**config.mk**
```make
export PLATFORM = sky130hd
export DESIGN_NAME = stepper_ctrl_top
export DESIGN_NICKNAME = d
export VERILOG_FILES = /design/src/verilog/motion_pkg.sv /design/src/verilog/protocol_pkg.sv /design/src/verilog/command_decoder.sv /design/src/verilog/dda_stepper.sv /design/src/verilog/hbridge_sequencer.sv /design/src/verilog/move_queue.sv /design/src/verilog/quad_encoder.sv /design/src/verilog/spi_word_rx.sv /design/src/verilog/stepper_ctrl_top.sv
export SDC_FILE = /design/constraint.sdc
export NUM_CORES = 2
export LEC_CHECK = 0
export ABC_CLOCK_PERIOD_IN_PS = 8360
export BUFFER_PORTS_ARGS = -buffer_cell sky130_fd_sc_hd__buf_2
export CAP_MARGIN = 20
export CORE_ASPECT_RATIO = 2
export CORE_MARGIN = 3
export CORE_UTILIZATION = 51
export CTS_CLUSTER_DIAMETER = 100
export DETAILED_ROUTE_END_ITERATION = 8
export PLACE_DENSITY = 0.74
export SYNTH_ARGS = -nofsm -noshare
export SYNTH_HDL_FRONTEND = slang
export SYNTH_SLANG_ARGS = --single-unit
```
**constraint.sdc**
```tcl
create_clock -name CLK -period 8.36 [get_ports CLK]
set_clock_uncertainty 0.15 [all_clocks]
set_input_delay 0.418 -clock CLK [delete_from_list [all_inputs] [get_ports CLK]]
set_output_delay 0.418 -clock CLK [all_outputs]
set_load 0.02 [all_outputs]
```
**src/verilog/motion_pkg.sv**
```systemverilog
package motion_pkg;

  // Encoder count, DDA accumulator and increments
  typedef logic signed [63:0] position_t;
  // Idle CLK cycles between DDA ticks
  typedef logic [7:0] clk_div_t;
  // Step mode, 1 is full step, anything else half step
  typedef logic [2:0] microstep_t;

  // One queued move segment
  typedef struct packed {
    logic      dir;
    position_t duration;
    position_t increment;
    position_t inc_inc;
  } move_seg_t;

  // Subtracted from the accumulator on every step
  localparam position_t STEP_THRESHOLD = 64'h7fffffffffffff9b;

endpackage

```
**src/verilog/protocol_pkg.sv**
```systemverilog
package protocol_pkg;

  // One SPI transfer, either direction
  typedef logic [63:0] host_word_t;

  // Header byte, bits 63:56 of the first word of a command
  typedef enum logic [7:0] {
    CMD_COORDINATED_STEP = 8'h01,
    CMD_MOTOR_ENABLE     = 8'h0a,
    CMD_CLK_DIVISOR      = 8'h0b,
    CMD_MICROSTEPS       = 8'h0c,
    CMD_API_VERSION      = 8'hfe
  } cmd_t;

  // API version returned after CMD_API_VERSION
  localparam logic [7:0] VERSION_MAJOR = 8'd0;
  localparam logic [7:0] VERSION_MINOR = 8'd1;
  localparam logic [7:0] VERSION_PATCH = 8'd0;

endpackage

```
**src/verilog/command_decoder.sv**
```systemverilog
`timescale 1ns/1ps

module command_decoder
  import protocol_pkg::*;
  import motion_pkg::*;
(
  input  logic       CLK,
  input  logic       arst_n,
  input  logic       word_valid,
  input  host_word_t rx_word,
  input  position_t  enc_count,
  output host_word_t tx_word,
  output logic       push,
  output move_seg_t  seg,
  output logic       enable,
  output clk_div_t   clk_div,
  output microstep_t microsteps,
  output logic       led
);

  // Reset defaults for the setting registers
  localparam clk_div_t   CLK_DIV_RESET   = 8'd40;
  localparam microstep_t MICROSTEP_RESET = 3'd2;

  typedef enum logic [2:0] {
    HEADER,
    MOVE_DUR,
    MOVE_INC,
    MOVE_INCINC,
    SKIP
  } dec_state_t;

  dec_state_t state;

  always_ff @(posedge CLK or negedge arst_n) begin
    if (!arst_n) begin
      state      <= HEADER;
      tx_word    <= '0;
      push       <= 1'b0;
      enable     <= 1'b0;
      clk_div    <= CLK_DIV_RESET;
      microsteps <= MICROSTEP_RESET;
      led        <= 1'b0;
    end else begin
      push <= 1'b0;
      if (word_valid) begin
        led <= !led;
        // Live encoder count unless a command overrides it
        tx_word <= host_word_t'(enc_count);
        case (state)
          HEADER: begin
            case (cmd_t'(rx_word[63:56]))
              CMD_COORDINATED_STEP: state <= MOVE_DUR;
              CMD_MOTOR_ENABLE:     enable <= rx_word[0];
              CMD_CLK_DIVISOR:      clk_div <= rx_word[7:0];
              CMD_MICROSTEPS:       microsteps <= rx_word[2:0];
              CMD_API_VERSION: begin
                tx_word <= {40'd0, VERSION_MAJOR, VERSION_MINOR, VERSION_PATCH};
                // Host sends a filler word to collect the version
                state   <= SKIP;
              end
              default: state <= HEADER;
            endcase
          end
          MOVE_DUR: state <= MOVE_INC;
          MOVE_INC: state <= MOVE_INCINC;
          MOVE_INCINC: begin
            // Segment is complete with the third data word
            push  <= 1'b1;
            state <= HEADER;
          end
          default: state <= HEADER;
        endcase
      end
    end
  end

  // Segment under assembly with dir taken from the header word
  always_ff @(posedge CLK) begin
    if (word_valid) begin
      case (state)
        HEADER:      seg.dir       <= rx_word[0];
        MOVE_DUR:    seg.duration  <= position_t'(rx_word);
        MOVE_INC:    seg.increment <= position_t'(rx_word);
        MOVE_INCINC: seg.inc_inc   <= position_t'(rx_word);
        default:     ;
      endcase
    end
  end

  // Queue sees exactly one push per move command
  a_push_pulse : assert property (@(posedge CLK) disable iff (!arst_n)
    push |=> !push)
    else $error("command_decoder: push wider than one cycle");

endmodule

```
**src/verilog/dda_stepper.sv**
```systemverilog
`timescale 1ns/1ps

module dda_stepper
  import motion_pkg::*;
(
  input  logic      CLK,
  input  logic      arst_n,
  input  move_seg_t head,
  input  logic      not_empty,
  input  clk_div_t  clk_div,
  output logic      pop,
  output logic      step,
  output logic      dir
);

  typedef enum logic {
    IDLE,
    RUN
  } dda_state_t;

  dda_state_t state;
  clk_div_t   div_cnt;
  position_t  ticks_left;
  position_t  increment;
  position_t  accum;
  position_t  acc_sum;
  logic       tick;
  logic       load;

  assign load    = (state == IDLE) && not_empty;
  assign tick    = (state == RUN) && (div_cnt == '0);
  assign acc_sum = accum + increment;
  // Segment done on its last tick, head moves on at the same edge
  assign pop     = tick && (ticks_left == '0);

  always_ff @(posedge CLK or negedge arst_n) begin
    if (!arst_n) begin
      state   <= IDLE;
      div_cnt <= '0;
      accum   <= '0;
      step    <= 1'b0;
      dir     <= 1'b0;
    end else begin
      step <= 1'b0;
      if (load) begin
        state   <= RUN;
        div_cnt <= clk_div;
        dir     <= head.dir;
      end else if (tick) begin
        div_cnt <= clk_div;
        // Accumulator keeps its remainder across segments
        if (acc_sum > 0) begin
          step  <= 1'b1;
          accum <= acc_sum - STEP_THRESHOLD;
        end else begin
          accum <= acc_sum;
        end
        if (pop) begin
          state <= IDLE;
        end
      end else if (state == RUN) begin
        div_cnt <= div_cnt - 8'd1;
      end
    end
  end

  // Running increment ramps by inc_inc after each tick
  always_ff @(posedge CLK) begin
    if (load) begin
      ticks_left <= head.duration;
      increment  <= head.increment;
    end else if (tick) begin
      ticks_left <= ticks_left - 1;
      increment  <= increment + head.inc_inc;
    end
  end

endmodule

```
**src/verilog/hbridge_sequencer.sv**
```systemverilog
`timescale 1ns/1ps

module hbridge_sequencer
  import motion_pkg::*;
(
  input  logic       CLK,
  input  logic       arst_n,
  input  logic       step,
  input  logic       dir,
  input  logic       enable,
  input  microstep_t microsteps,
  output logic       phase_a1,
  output logic       phase_a2,
  output logic       phase_b1,
  output logic       phase_b2
);

  logic [2:0] phase_idx;
  logic [2:0] stride;
  logic [2:0] idx_next;
  logic [3:0] drive;

  // Half-step table, {a1, a2, b1, b2}
  function automatic logic [3:0] half_step_pattern(input logic [2:0] idx);
    case (idx)
      3'd0:    return 4'b1000;
      3'd1:    return 4'b1010;
      3'd2:    return 4'b0010;
      3'd3:    return 4'b0110;
      3'd4:    return 4'b0100;
      3'd5:    return 4'b0101;
      3'd6:    return 4'b0001;
      default: return 4'b1001;
    endcase
  endfunction

  // Full step skips every other table entry
  assign stride   = (microsteps == 3'd1) ? 3'd2 : 3'd1;
  assign idx_next = !step ? phase_idx : dir ? phase_idx + stride : phase_idx - stride;

  always_ff @(posedge CLK or negedge arst_n) begin
    if (!arst_n) begin
      phase_idx <= '0;
      drive     <= '0;
    end else begin
      phase_idx <= idx_next;
      drive     <= half_step_pattern(idx_next);
    end
  end

  // Disabled bridge floats both coils
  assign {phase_a1, phase_a2, phase_b1, phase_b2} = drive & {4{enable}};

endmodule

```
**src/verilog/move_queue.sv**
```systemverilog
`timescale 1ns/1ps

module move_queue
  import motion_pkg::*;
#(
  parameter int MOVE_DEPTH = 4
) (
  input  logic      CLK,
  input  logic      arst_n,
  input  logic      push,
  input  logic      pop,
  input  move_seg_t seg_in,
  output move_seg_t head,
  output logic      not_empty
);

  localparam int PTR_W = (MOVE_DEPTH > 1) ? $clog2(MOVE_DEPTH) : 1;
  localparam int CNT_W = $clog2(MOVE_DEPTH + 1);
  localparam logic [PTR_W-1:0] LAST = PTR_W'(MOVE_DEPTH - 1);

  move_seg_t        mem [MOVE_DEPTH];
  logic [PTR_W-1:0] wr_ptr;
  logic [PTR_W-1:0] rd_ptr;
  logic [CNT_W-1:0] count;

  assign head      = mem[rd_ptr];
  assign not_empty = (count != '0);

  always_ff @(posedge CLK) begin
    if (push) begin
      mem[wr_ptr] <= seg_in;
    end
  end

  // Pointers wrap at the depth, which need not be a power of two
  always_ff @(posedge CLK or negedge arst_n) begin
    if (!arst_n) begin
      wr_ptr <= '0;
      rd_ptr <= '0;
      count  <= '0;
    end else begin
      if (push) begin
        wr_ptr <= (wr_ptr == LAST) ? '0 : wr_ptr + 1'b1;
      end
      if (pop) begin
        rd_ptr <= (rd_ptr == LAST) ? '0 : rd_ptr + 1'b1;
      end
      count <= count + CNT_W'(push) - CNT_W'(pop);
    end
  end

  // Host paces moves, step generator only pops what it loaded
  a_no_overflow : assert property (@(posedge CLK) disable iff (!arst_n)
    push |-> count != CNT_W'(MOVE_DEPTH))
    else $error("move_queue: push while full");
  a_no_underflow : assert property (@(posedge CLK) disable iff (!arst_n)
    pop |-> not_empty)
    else $error("move_queue: pop while empty");

endmodule

```
**src/verilog/quad_encoder.sv**
```systemverilog
`timescale 1ns/1ps

module quad_encoder
  import motion_pkg::*;
(
  input  logic      CLK,
  input  logic      arst_n,
  input  logic      enc_a,
  input  logic      enc_b,
  output position_t count,
  output logic      fault
);

  // Two sync stages plus the previous sample
  logic [2:0] a_sync;
  logic [2:0] b_sync;
  logic       a_chg;
  logic       b_chg;
  logic       up;

  assign a_chg = a_sync[1] ^ a_sync[2];
  assign b_chg = b_sync[1] ^ b_sync[2];
  // A leading B gives new A differing from old B
  assign up    = a_sync[1] ^ b_sync[2];

  always_ff @(posedge CLK or negedge arst_n) begin
    if (!arst_n) begin
      a_sync <= '0;
      b_sync <= '0;
      count  <= '0;
      fault  <= 1'b0;
    end else begin
      a_sync <= {a_sync[1:0], enc_a};
      b_sync <= {b_sync[1:0], enc_b};
      if (a_chg && b_chg) begin
        // Skipped Gray state, direction unknown, sticky until reset
        fault <= 1'b1;
      end else if (a_chg || b_chg) begin
        count <= up ? count + 1 : count - 1;
      end
    end
  end

endmodule

```
**src/verilog/spi_word_rx.sv**
```systemverilog
`timescale 1ns/1ps

module spi_word_rx
  import protocol_pkg::*;
(
  input  logic       CLK,
  input  logic       arst_n,
  input  logic       sck,
  input  logic       cs_n,
  input  logic       copi,
  input  host_word_t tx_word,
  output logic       cipo,
  output logic       word_valid,
  output host_word_t rx_word
);

  // Bit 0 is the first flop, bit 2 the delayed copy for edge detect
  logic [2:0] sck_sync;
  logic [2:0] cs_sync;
  logic [1:0] copi_sync;
  logic       cs_active;
  logic       sck_rise;
  logic       sck_fall;
  logic       cs_fall;
  logic       copi_bit;
  logic [6:0] bit_cnt;
  host_word_t shreg;

  always_ff @(posedge CLK or negedge arst_n) begin
    if (!arst_n) begin
      sck_sync  <= '0;
      cs_sync   <= '1;
      copi_sync <= '0;
    end else begin
      sck_sync  <= {sck_sync[1:0], sck};
      cs_sync   <= {cs_sync[1:0], cs_n};
      copi_sync <= {copi_sync[0], copi};
    end
  end

  // SCK edges only count inside a frame
  assign cs_active = !cs_sync[1];
  assign sck_rise  = cs_active && sck_sync[1] && !sck_sync[2];
  assign sck_fall  = cs_active && !sck_sync[1] && sck_sync[2];
  assign cs_fall   = !cs_sync[1] && cs_sync[2];

  // MSB of the shared shift register drives the host
  assign cipo = shreg[63];

  always_ff @(posedge CLK or negedge arst_n) begin
    if (!arst_n) begin
      shreg      <= '0;
      copi_bit   <= 1'b0;
      bit_cnt    <= '0;
      word_valid <= 1'b0;
    end else begin
      word_valid <= 1'b0;
      if (cs_fall) begin
        // Reply word goes out in this frame
        shreg   <= tx_word;
        bit_cnt <= '0;
      end else if (sck_rise) begin
        // Mode 0, sample on the rising edge
        copi_bit <= copi_sync[1];
        bit_cnt  <= bit_cnt + 7'd1;
        if (bit_cnt == 7'd63) begin
          word_valid <= 1'b1;
        end
      end else if (sck_fall) begin
        // Shift out next bit, shift in the held sample
        shreg <= {shreg[62:0], copi_bit};
      end
    end
  end

  // Last bit is still in flight, append it directly
  always_ff @(posedge CLK) begin
    if (sck_rise && bit_cnt == 7'd63) begin
      rx_word <= {shreg[62:0], copi_sync[1]};
    end
  end

  // Host must not clock more than one word per frame
  a_frame_len : assert property (@(posedge CLK) disable iff (!arst_n)
    cs_active |-> bit_cnt <= 7'd64)
    else $error("spi_word_rx: more than 64 SCK edges in one frame");

endmodule

```
**src/verilog/stepper_ctrl_top.sv**
```systemverilog
`timescale 1ns/1ps

module stepper_ctrl_top
  import protocol_pkg::*;
  import motion_pkg::*;
#(
  parameter int MOVE_DEPTH = 4
) (
  input  logic CLK,
  input  logic arst_n,
  input  logic sck,
  input  logic cs_n,
  input  logic copi,
  input  logic enc_a,
  input  logic enc_b,
  output logic cipo,
  output logic led,
  output logic phase_a1,
  output logic phase_a2,
  output logic phase_b1,
  output logic phase_b2,
  output logic enc_fault
);

  host_word_t rx_word;
  host_word_t tx_word;
  logic       word_valid;
  position_t  enc_count;
  move_seg_t  seg;
  move_seg_t  head;
  logic       push;
  logic       pop;
  logic       not_empty;
  logic       enable;
  clk_div_t   clk_div;
  microstep_t microsteps;
  logic       step;
  logic       dir;

  // SPI front end
  spi_word_rx u_spi (
    .CLK(CLK), .arst_n(arst_n), .sck(sck), .cs_n(cs_n), .copi(copi),
    .tx_word(tx_word), .cipo(cipo), .word_valid(word_valid), .rx_word(rx_word)
  );

  command_decoder u_dec (
    .CLK(CLK), .arst_n(arst_n), .word_valid(word_valid), .rx_word(rx_word),
    .enc_count(enc_count), .tx_word(tx_word), .push(push), .seg(seg),
    .enable(enable), .clk_div(clk_div), .microsteps(microsteps), .led(led)
  );

  // Segments wait here until the step generator is free
  move_queue #(.MOVE_DEPTH(MOVE_DEPTH)) u_queue (
    .CLK(CLK), .arst_n(arst_n), .push(push), .pop(pop), .seg_in(seg),
    .head(head), .not_empty(not_empty)
  );

  dda_stepper u_dda (
    .CLK(CLK), .arst_n(arst_n), .head(head), .not_empty(not_empty),
    .clk_div(clk_div), .pop(pop), .step(step), .dir(dir)
  );

  hbridge_sequencer u_bridge (
    .CLK(CLK), .arst_n(arst_n), .step(step), .dir(dir), .enable(enable),
    .microsteps(microsteps), .phase_a1(phase_a1), .phase_a2(phase_a2),
    .phase_b1(phase_b1), .phase_b2(phase_b2)
  );

  quad_encoder u_enc (
    .CLK(CLK), .arst_n(arst_n), .enc_a(enc_a), .enc_b(enc_b),
    .count(enc_count), .fault(enc_fault)
  );

endmodule
```
* Word-level counts from Yosys, hierarchy flattened
Memories as Yosys holds them, arrays and structs flattened.
Cells that the tools add are included.
** Operators by class
- Multiplexer cells :: 37
- Reduce and logical (&&, ||, !) cells :: 39
- Magnitude comparators :: 1
- Add/sub/neg operators :: 14
- Bitwise gates (word level) :: 8
- Equality and inequality tests :: 20
** Operator list (number)
- $mux 64 :: 11
- $add 64x64->64 :: 2
- $sub 64x2->64 const B :: 2
- $add 64x2->64 const B :: 1
- $gt 64x1->1 const B :: 1
- $logic_not 64->1 :: 1
- $sub 64x64->64 const B :: 1
- $pmux 4 s7 :: 1
- $eq 8x4->1 const B :: 3
- $mux 8 :: 3
- $reduce_and 2->1 :: 10
- $pmux 3 s3 :: 2
- $mux 7 :: 2
- $mux 1 :: 13
- $eq 3x2->1 const B :: 4
- $logic_and 1x1->1 :: 10
- $eq 3x1->1 const B :: 3
- $eq 3x3->1 const B :: 3
- $reduce_and 3->1 :: 3
- $eq 8x1->1 const B :: 1
- $eq 8x8->1 const B :: 1
- $logic_not 8->1 :: 1
- $reduce_bool 2->1 :: 4
- $sub 8x1->8 const B :: 1
- other kinds (19) :: 35
** Word-level totals
- Memories :: 1
- Input port bits :: 7
- Output and inout port bits :: 7
- RAM bits :: 772
- Bits in registers :: 707
- Logic and storage cells :: 155
** Memory list
- u_queue.mem :: words 4, width 193, read ports 1, clocked after memory_dff 0, write ports 1, RTL line move_queue.sv:21 : move_seg_t mem [MOVE_DEPTH];

* Logic depth before layout (Yosys ltp)
- Depth after elaboration :: 7
- Mapped depth :: 20
- Gate-level depth less buffers :: 17

* Cells and area by module
A second synthesis with hierarchy kept.
** Second synthesis, totals
- Cell total of the unflattened synthesis :: 5200
- Area, all modules :: 69121.3 um2
** By module, submodules not included
- move_queue :: area an instance 28259.6 um2, cells each 1044, times used 1
- dda_stepper :: area an instance 19830.3 um2, cells each 2511, times used 1
- command_decoder :: area an instance 8872.3 um2, cells each 397, times used 1
- quad_encoder :: area an instance 6493.7 um2, cells each 822, times used 1
- spi_word_rx :: area an instance 5311.3 um2, cells each 396, times used 1
- hbridge_sequencer :: area an instance 354.1 um2, cells each 30, times used 1

* Worst setup path before layout
OpenSTA, ideal clock, no wires.
- Kind :: register -> register
- From :: register u_dda.state
- To :: register u_dda.div_cnt[0]
- Library setup time :: 334 ps
- Cell stages (with the launch flop) :: 11
- Path buffers :: 4
- Required time :: 7876 ps
- Path slack :: 1331 ps
- Period minus slack after synthesis :: 7029 ps
- Data arrival time :: 6545 ps
- Path through :: dfrtp_1 -> clkbuf_1 -> inv_1 -> or4b_2 -> or3_1 -> or3_1 -> clkbuf_1 -> clkbuf_1 -> nand2_1 -> clkbuf_1 -> o21ai_0
** On the way
- Word-level cells in the longest chain between the ends :: 3
- Elaborated cells on any way between the ends :: 6
** Ends and longest elaborated chain
- start: declaration :: RTL line dda_stepper.sv:21 : dda_state_t state;
- start signal: assignment :: RTL line dda_stepper.sv:38 : state <= IDLE;
- start signal: assignment :: RTL line dda_stepper.sv:46 : state <= RUN;
- start signal: assignment :: RTL line dda_stepper.sv:59 : state <= IDLE;
- $logic_and 1x1->1 / $not 1->1 (equally long branches) :: RTL line dda_stepper.sv:31, dda_stepper.sv:30
- $mux 8 / $logic_and 1x1->1 (equally long branches) :: RTL line dda_stepper.sv:49, dda_stepper.sv:30
- $mux 8 / $reduce_bool 3->1 (equally long branches)
- end signal: assignment :: RTL line dda_stepper.sv:47 : div_cnt <= clk_div;
- end signal: assignment :: RTL line dda_stepper.sv:50 : div_cnt <= clk_div;
- end signal: assignment :: RTL line dda_stepper.sv:62 : div_cnt <= div_cnt - 8'd1;
- end: declaration :: RTL line dda_stepper.sv:22 : clk_div_t div_cnt;
Parallel ways exist; a longest one is shown, timed or not.
A chain may end at the register's enable or synchronous reset.

* Final worst setup path
- From :: register u_dda.increment[6]
- To :: register u_dda.accum[1]
** On the way
- Word-level cells in the longest chain between the ends :: 3
** Ends and longest elaborated chain
- start: declaration :: RTL line dda_stepper.sv:24 : position_t increment;
- start signal: assignment :: RTL line dda_stepper.sv:71 : increment <= head.increment;
- start signal: assignment :: RTL line dda_stepper.sv:74 : increment <= increment + head.inc_inc;
- $add 64x64->64 :: RTL line dda_stepper.sv:32 : assign acc_sum = accum + increment;
- $gt 64x1->1 :: RTL line dda_stepper.sv:52 : if (acc_sum > 0) begin
- $mux 64 :: RTL line dda_stepper.sv:52
- end signal: assignment :: RTL line dda_stepper.sv:54 : accum <= acc_sum - STEP_THRESHOLD;
- end signal: assignment :: RTL line dda_stepper.sv:56 : accum <= acc_sum;
- end: declaration :: RTL line dda_stepper.sv:25 : position_t accum;
No other way between the ends.

==> summary.txt <==
Logic synthesis
  – Avg Cell Area, Syn: 13.5 um2
  – Count leader, synth: edfxtp_1
  – Synthesized instance count: roughly 5000
  – Synth Area in Adders: 3.85%
  – Synth cell types: 106
  – Top cell type's share of synthesized area: a little over 50%
  – Register area share after synthesis: 62.7%
  – Post-Synth XOR/XNOR Area: under 10%
  – Post-synthesis compound-gate area fraction: 9.96%
  – Yosys warnings: 0
  – Mux contribution to synthesized area: under 10%
  – Post-Synth Simple-Gate Area: about a tenth
  – Main combinational cell family by area after synthesis: compound AO/OA/AOI/OAI gates
  – Mapped Area: approximately 0.07 mm2
  – Post-synthesis register bit count: 1479
  – Synth Flop Type: edfxtp_1
  – Asr flop ratio synth: a little over a fifth
  – Commonest cells post-synth: edfxtp_1 (1157), nand2_1 (478), dfrtp_1 (316)
  – Net Count, Synth: roughly 5300
  – Yosys top cell by area: edfxtp_1
  – Largest cells by area after synthesis: edfxtp_1 (51%), dfrtp_1 (12%), mux4_2 (6.4%)
  – EDFF count, synth: ~1200

Layout
  – Fill count: 10400
  – Finished Layout Cells: slightly below 7000
  – Synth-to-layout area growth: 8.57%
  – Nets@finish: around 5200
  – Fraction of layout instances using a drive strength above 1: between 10% and 20%

Critical path
  – WP data arrival: around 7.3 ns
  – R2R depth: 15
  – CP Max Fanout: 21
  – Slowest stage delay, CP: about 0.77 ns
  – Buf/Inv on CP: 1
  – Reg2reg start: u_dda.increment[6]
  – CP Class: flop to flop
  – CP delay by family, top: compound AO/OA/AOI/OAI gates
  – R2R Setup Slk: 1.52 ns
  – CP cell instances: ha_1 -> a21o_1 -> a31o_1 -> o2bb2ai_1 -> o211ai_1 -> nand3_1 -> o21a_1 -> o211ai_1 -> o21ai_0 -> or4_1 -> or4_1 -> o31ai_2 -> buf_4 -> mux2i_1 -> o21ai_1
  – Worst EP required: 8.80 ns
  – Crit Reg-Reg Endpoint: u_dda.accum[1]
  – Worst Setup Start Kind: flop
  – Slowest cell on crit path: o211ai_1
  – Worst setup EP type: flop

Floorplanning
  – Starting Density: about half
  – DIE HEIGHT: 523 um
  – IO Pins: 14
  – Die X: between 200 and 300 um
  – Die area: 0.138 mm2
  – Rows: 189
  – Core ar.: 0.133 mm2

Drt
  – Iteration-0 DRC Markers: 3008
  – Avg WL per Cell: 24.7 um
  – DRT antenna net count: 0
  – Vias: 42300
  – # DRC: 0
  – Final WL: between 150000 and 200000 um
  – Drt pass-1 iters: 5
  – Routed vias/inst: 6.18

Timing
  – Max-slew headroom: between 20% and 30%
  – # setup viols final: 0
  – Fin crit share: about four fifths
  – F_max: 0.146 GHz
  – Worst-margin pin slew: 1.08 ns
  – Final Max Tran Viols: 0
  – Fin Setup TNS: 0 ns
  – Fin crit period: just under 7 ns
  – RSZ-0062 raised after global routing: no
  – Hold Vio Cnt, Final: 0

Clock network
  – CTS clk-pin slew, worst paths: ~0.07 ns
  – Postcts setup bufs: 0
  – TritonCTS buffer count: 111
  – Sink Count: 1479
  – H-tree lvl count: 3
  – Worst skew pair latency: approximately 0.73 ns
  – CTS Buffer Depth: 3
  – CTS tree: yes
  – CTS root buf: clkbuf_16

GRT
  – Largest net degree at the start of global routing: 157
  – Antenna violations before repair: 1
  – Vias in the first global route: about 44000
  – First-pass GRT wire length: roughly 260000 um
  – Overflow after GRT: 0
  – Gr usage total: 24.5%

Place
  – Dpl cells: between 6000 and 7000
  – RD Place Congestion: ~1.0
  – HPWL after DPL: around 110000 um
  – PortBufs: 13

Hold path
  – Worst min-delay path class: input port to asynchronous set/reset pin

Power
  – Worst vdd ir: approximately 0.2 mV
  – P per Cell Area: ~210 mW/mm2
  – P_leak: roughly 25 nW

Run
  – Max-cap check violation count: 0

Outcome
  – Outcome: complete, no violations
## logic make-up after synthesis
family	Yosys count
AOI/OAI and AO/OA	1088
xor gates and xnor gates	266
muxes	342
adders and majority gates	207
buffers and inverters	360
and+or+nand+nor	1300
DFF	1479
## layout by cell type (no fill, tap or decap), drive strengths merged, types with 33 or more instances in the layout
master  instances
nor4           44
o21a           37
o21ai         322
xnor2         170
or3            43
ha            202
o21bai         33
a21oi         257
mux2i          82
a31oi          40
nor2          282
xor2           96
inv           144
clkbuf        149
nand3          95
a21o          123
mux2           67
dfrtp         316
nand4          68
o22ai          70
nor3           76
clkinv         40
edfxtp       1157
buf            89
mux4          193
a211oi         33
nand2         478
## state kept, by name, indices dropped and copies added (netlist names), 4 cells and up
signal and cells:
u_bridge.drive 4, u_dda.accum 64, u_dda.div_cnt 8, u_dda.increment 64
u_dda.ticks_left 64, u_dec.clk_div 8, u_dec.seg 193, u_dec.tx_word 64
u_enc.count 64, u_queue.mem 772, u_spi.bit_cnt 7, u_spi.rx_word 64
u_spi.shreg 64
## report_power, final
| group | internal (mW) | switching [mW] |
|---|---|---|
| combinational | 0.952 | 1.11 |
| sequential | 8.02 | 0.161 |
| clock | 2.84 | 2.55 |
| total | 11.8 | 3.82 |
## stage by stage
stage                     cell area (um2)  hold WS, ns  setup WS, ns  power [mW]  util (%)
after floorplan                     68200      -0.0276          1.33        9.89         -
after global placement              70400        0.185          1.46        10.3      53.0
after detailed placement            70400        0.196          1.51        10.4      53.0
after CTS                           74100       0.0992          1.51        15.7      55.8
after global routing                74100        0.164          1.30        16.2      55.8
final                               74100        0.122          1.52        15.6      55.8
## repair_timing
item	CTS	global route
gates resized for setup	0	0
endpoints found under the hold margin	79	0
hold buffers	6	0
## per-layer routing
metal	vias up	GRT usage, %	share of wire [%]
met5	-	0	0
met4	0	15.1	7.0
met3	536	2.93	4.2
met2	1368	45.6	54
met1	21100	26.4	35
li1	19200	-	-
## final cells by class
type / instances / area [um2] / area share, %
tap: 1719 / 2150 / 2.90
multi-input combinational: 3203 / 24200 / 32.6
clock inverter: 58 / 634 / 0.856
clock buffer: 149 / 3030 / 4.09
timing repair buffer: 95 / 766 / 1.03
sequential: 1479 / 42800 / 57.8
inverter: 138 / 518 / 0.699
antenna: 1 / 2.50 / 0.00338
## worst max path at each step
stage                        from             endpoint  slack [ns]  cells past startpoint
6_report       u_dda.increment[6]       u_dda.accum[1]        1.52                     15
5_1_grt         u_queue.rd_ptr[0]  u_dda.increment[61]        1.30                     17
4_1_cts         u_queue.rd_ptr[0]  u_dda.increment[61]        1.51                     17
3_5_place_dp    u_queue.rd_ptr[0]  u_dda.increment[61]        1.51                     17
3_3_place_gp    u_queue.rd_ptr[0]  u_dda.increment[61]        1.46                     17
2_1_floorplan         u_dda.state     u_dda.div_cnt[0]        1.33                     10
No activity file was read; power rests on OpenSTA's default activity.
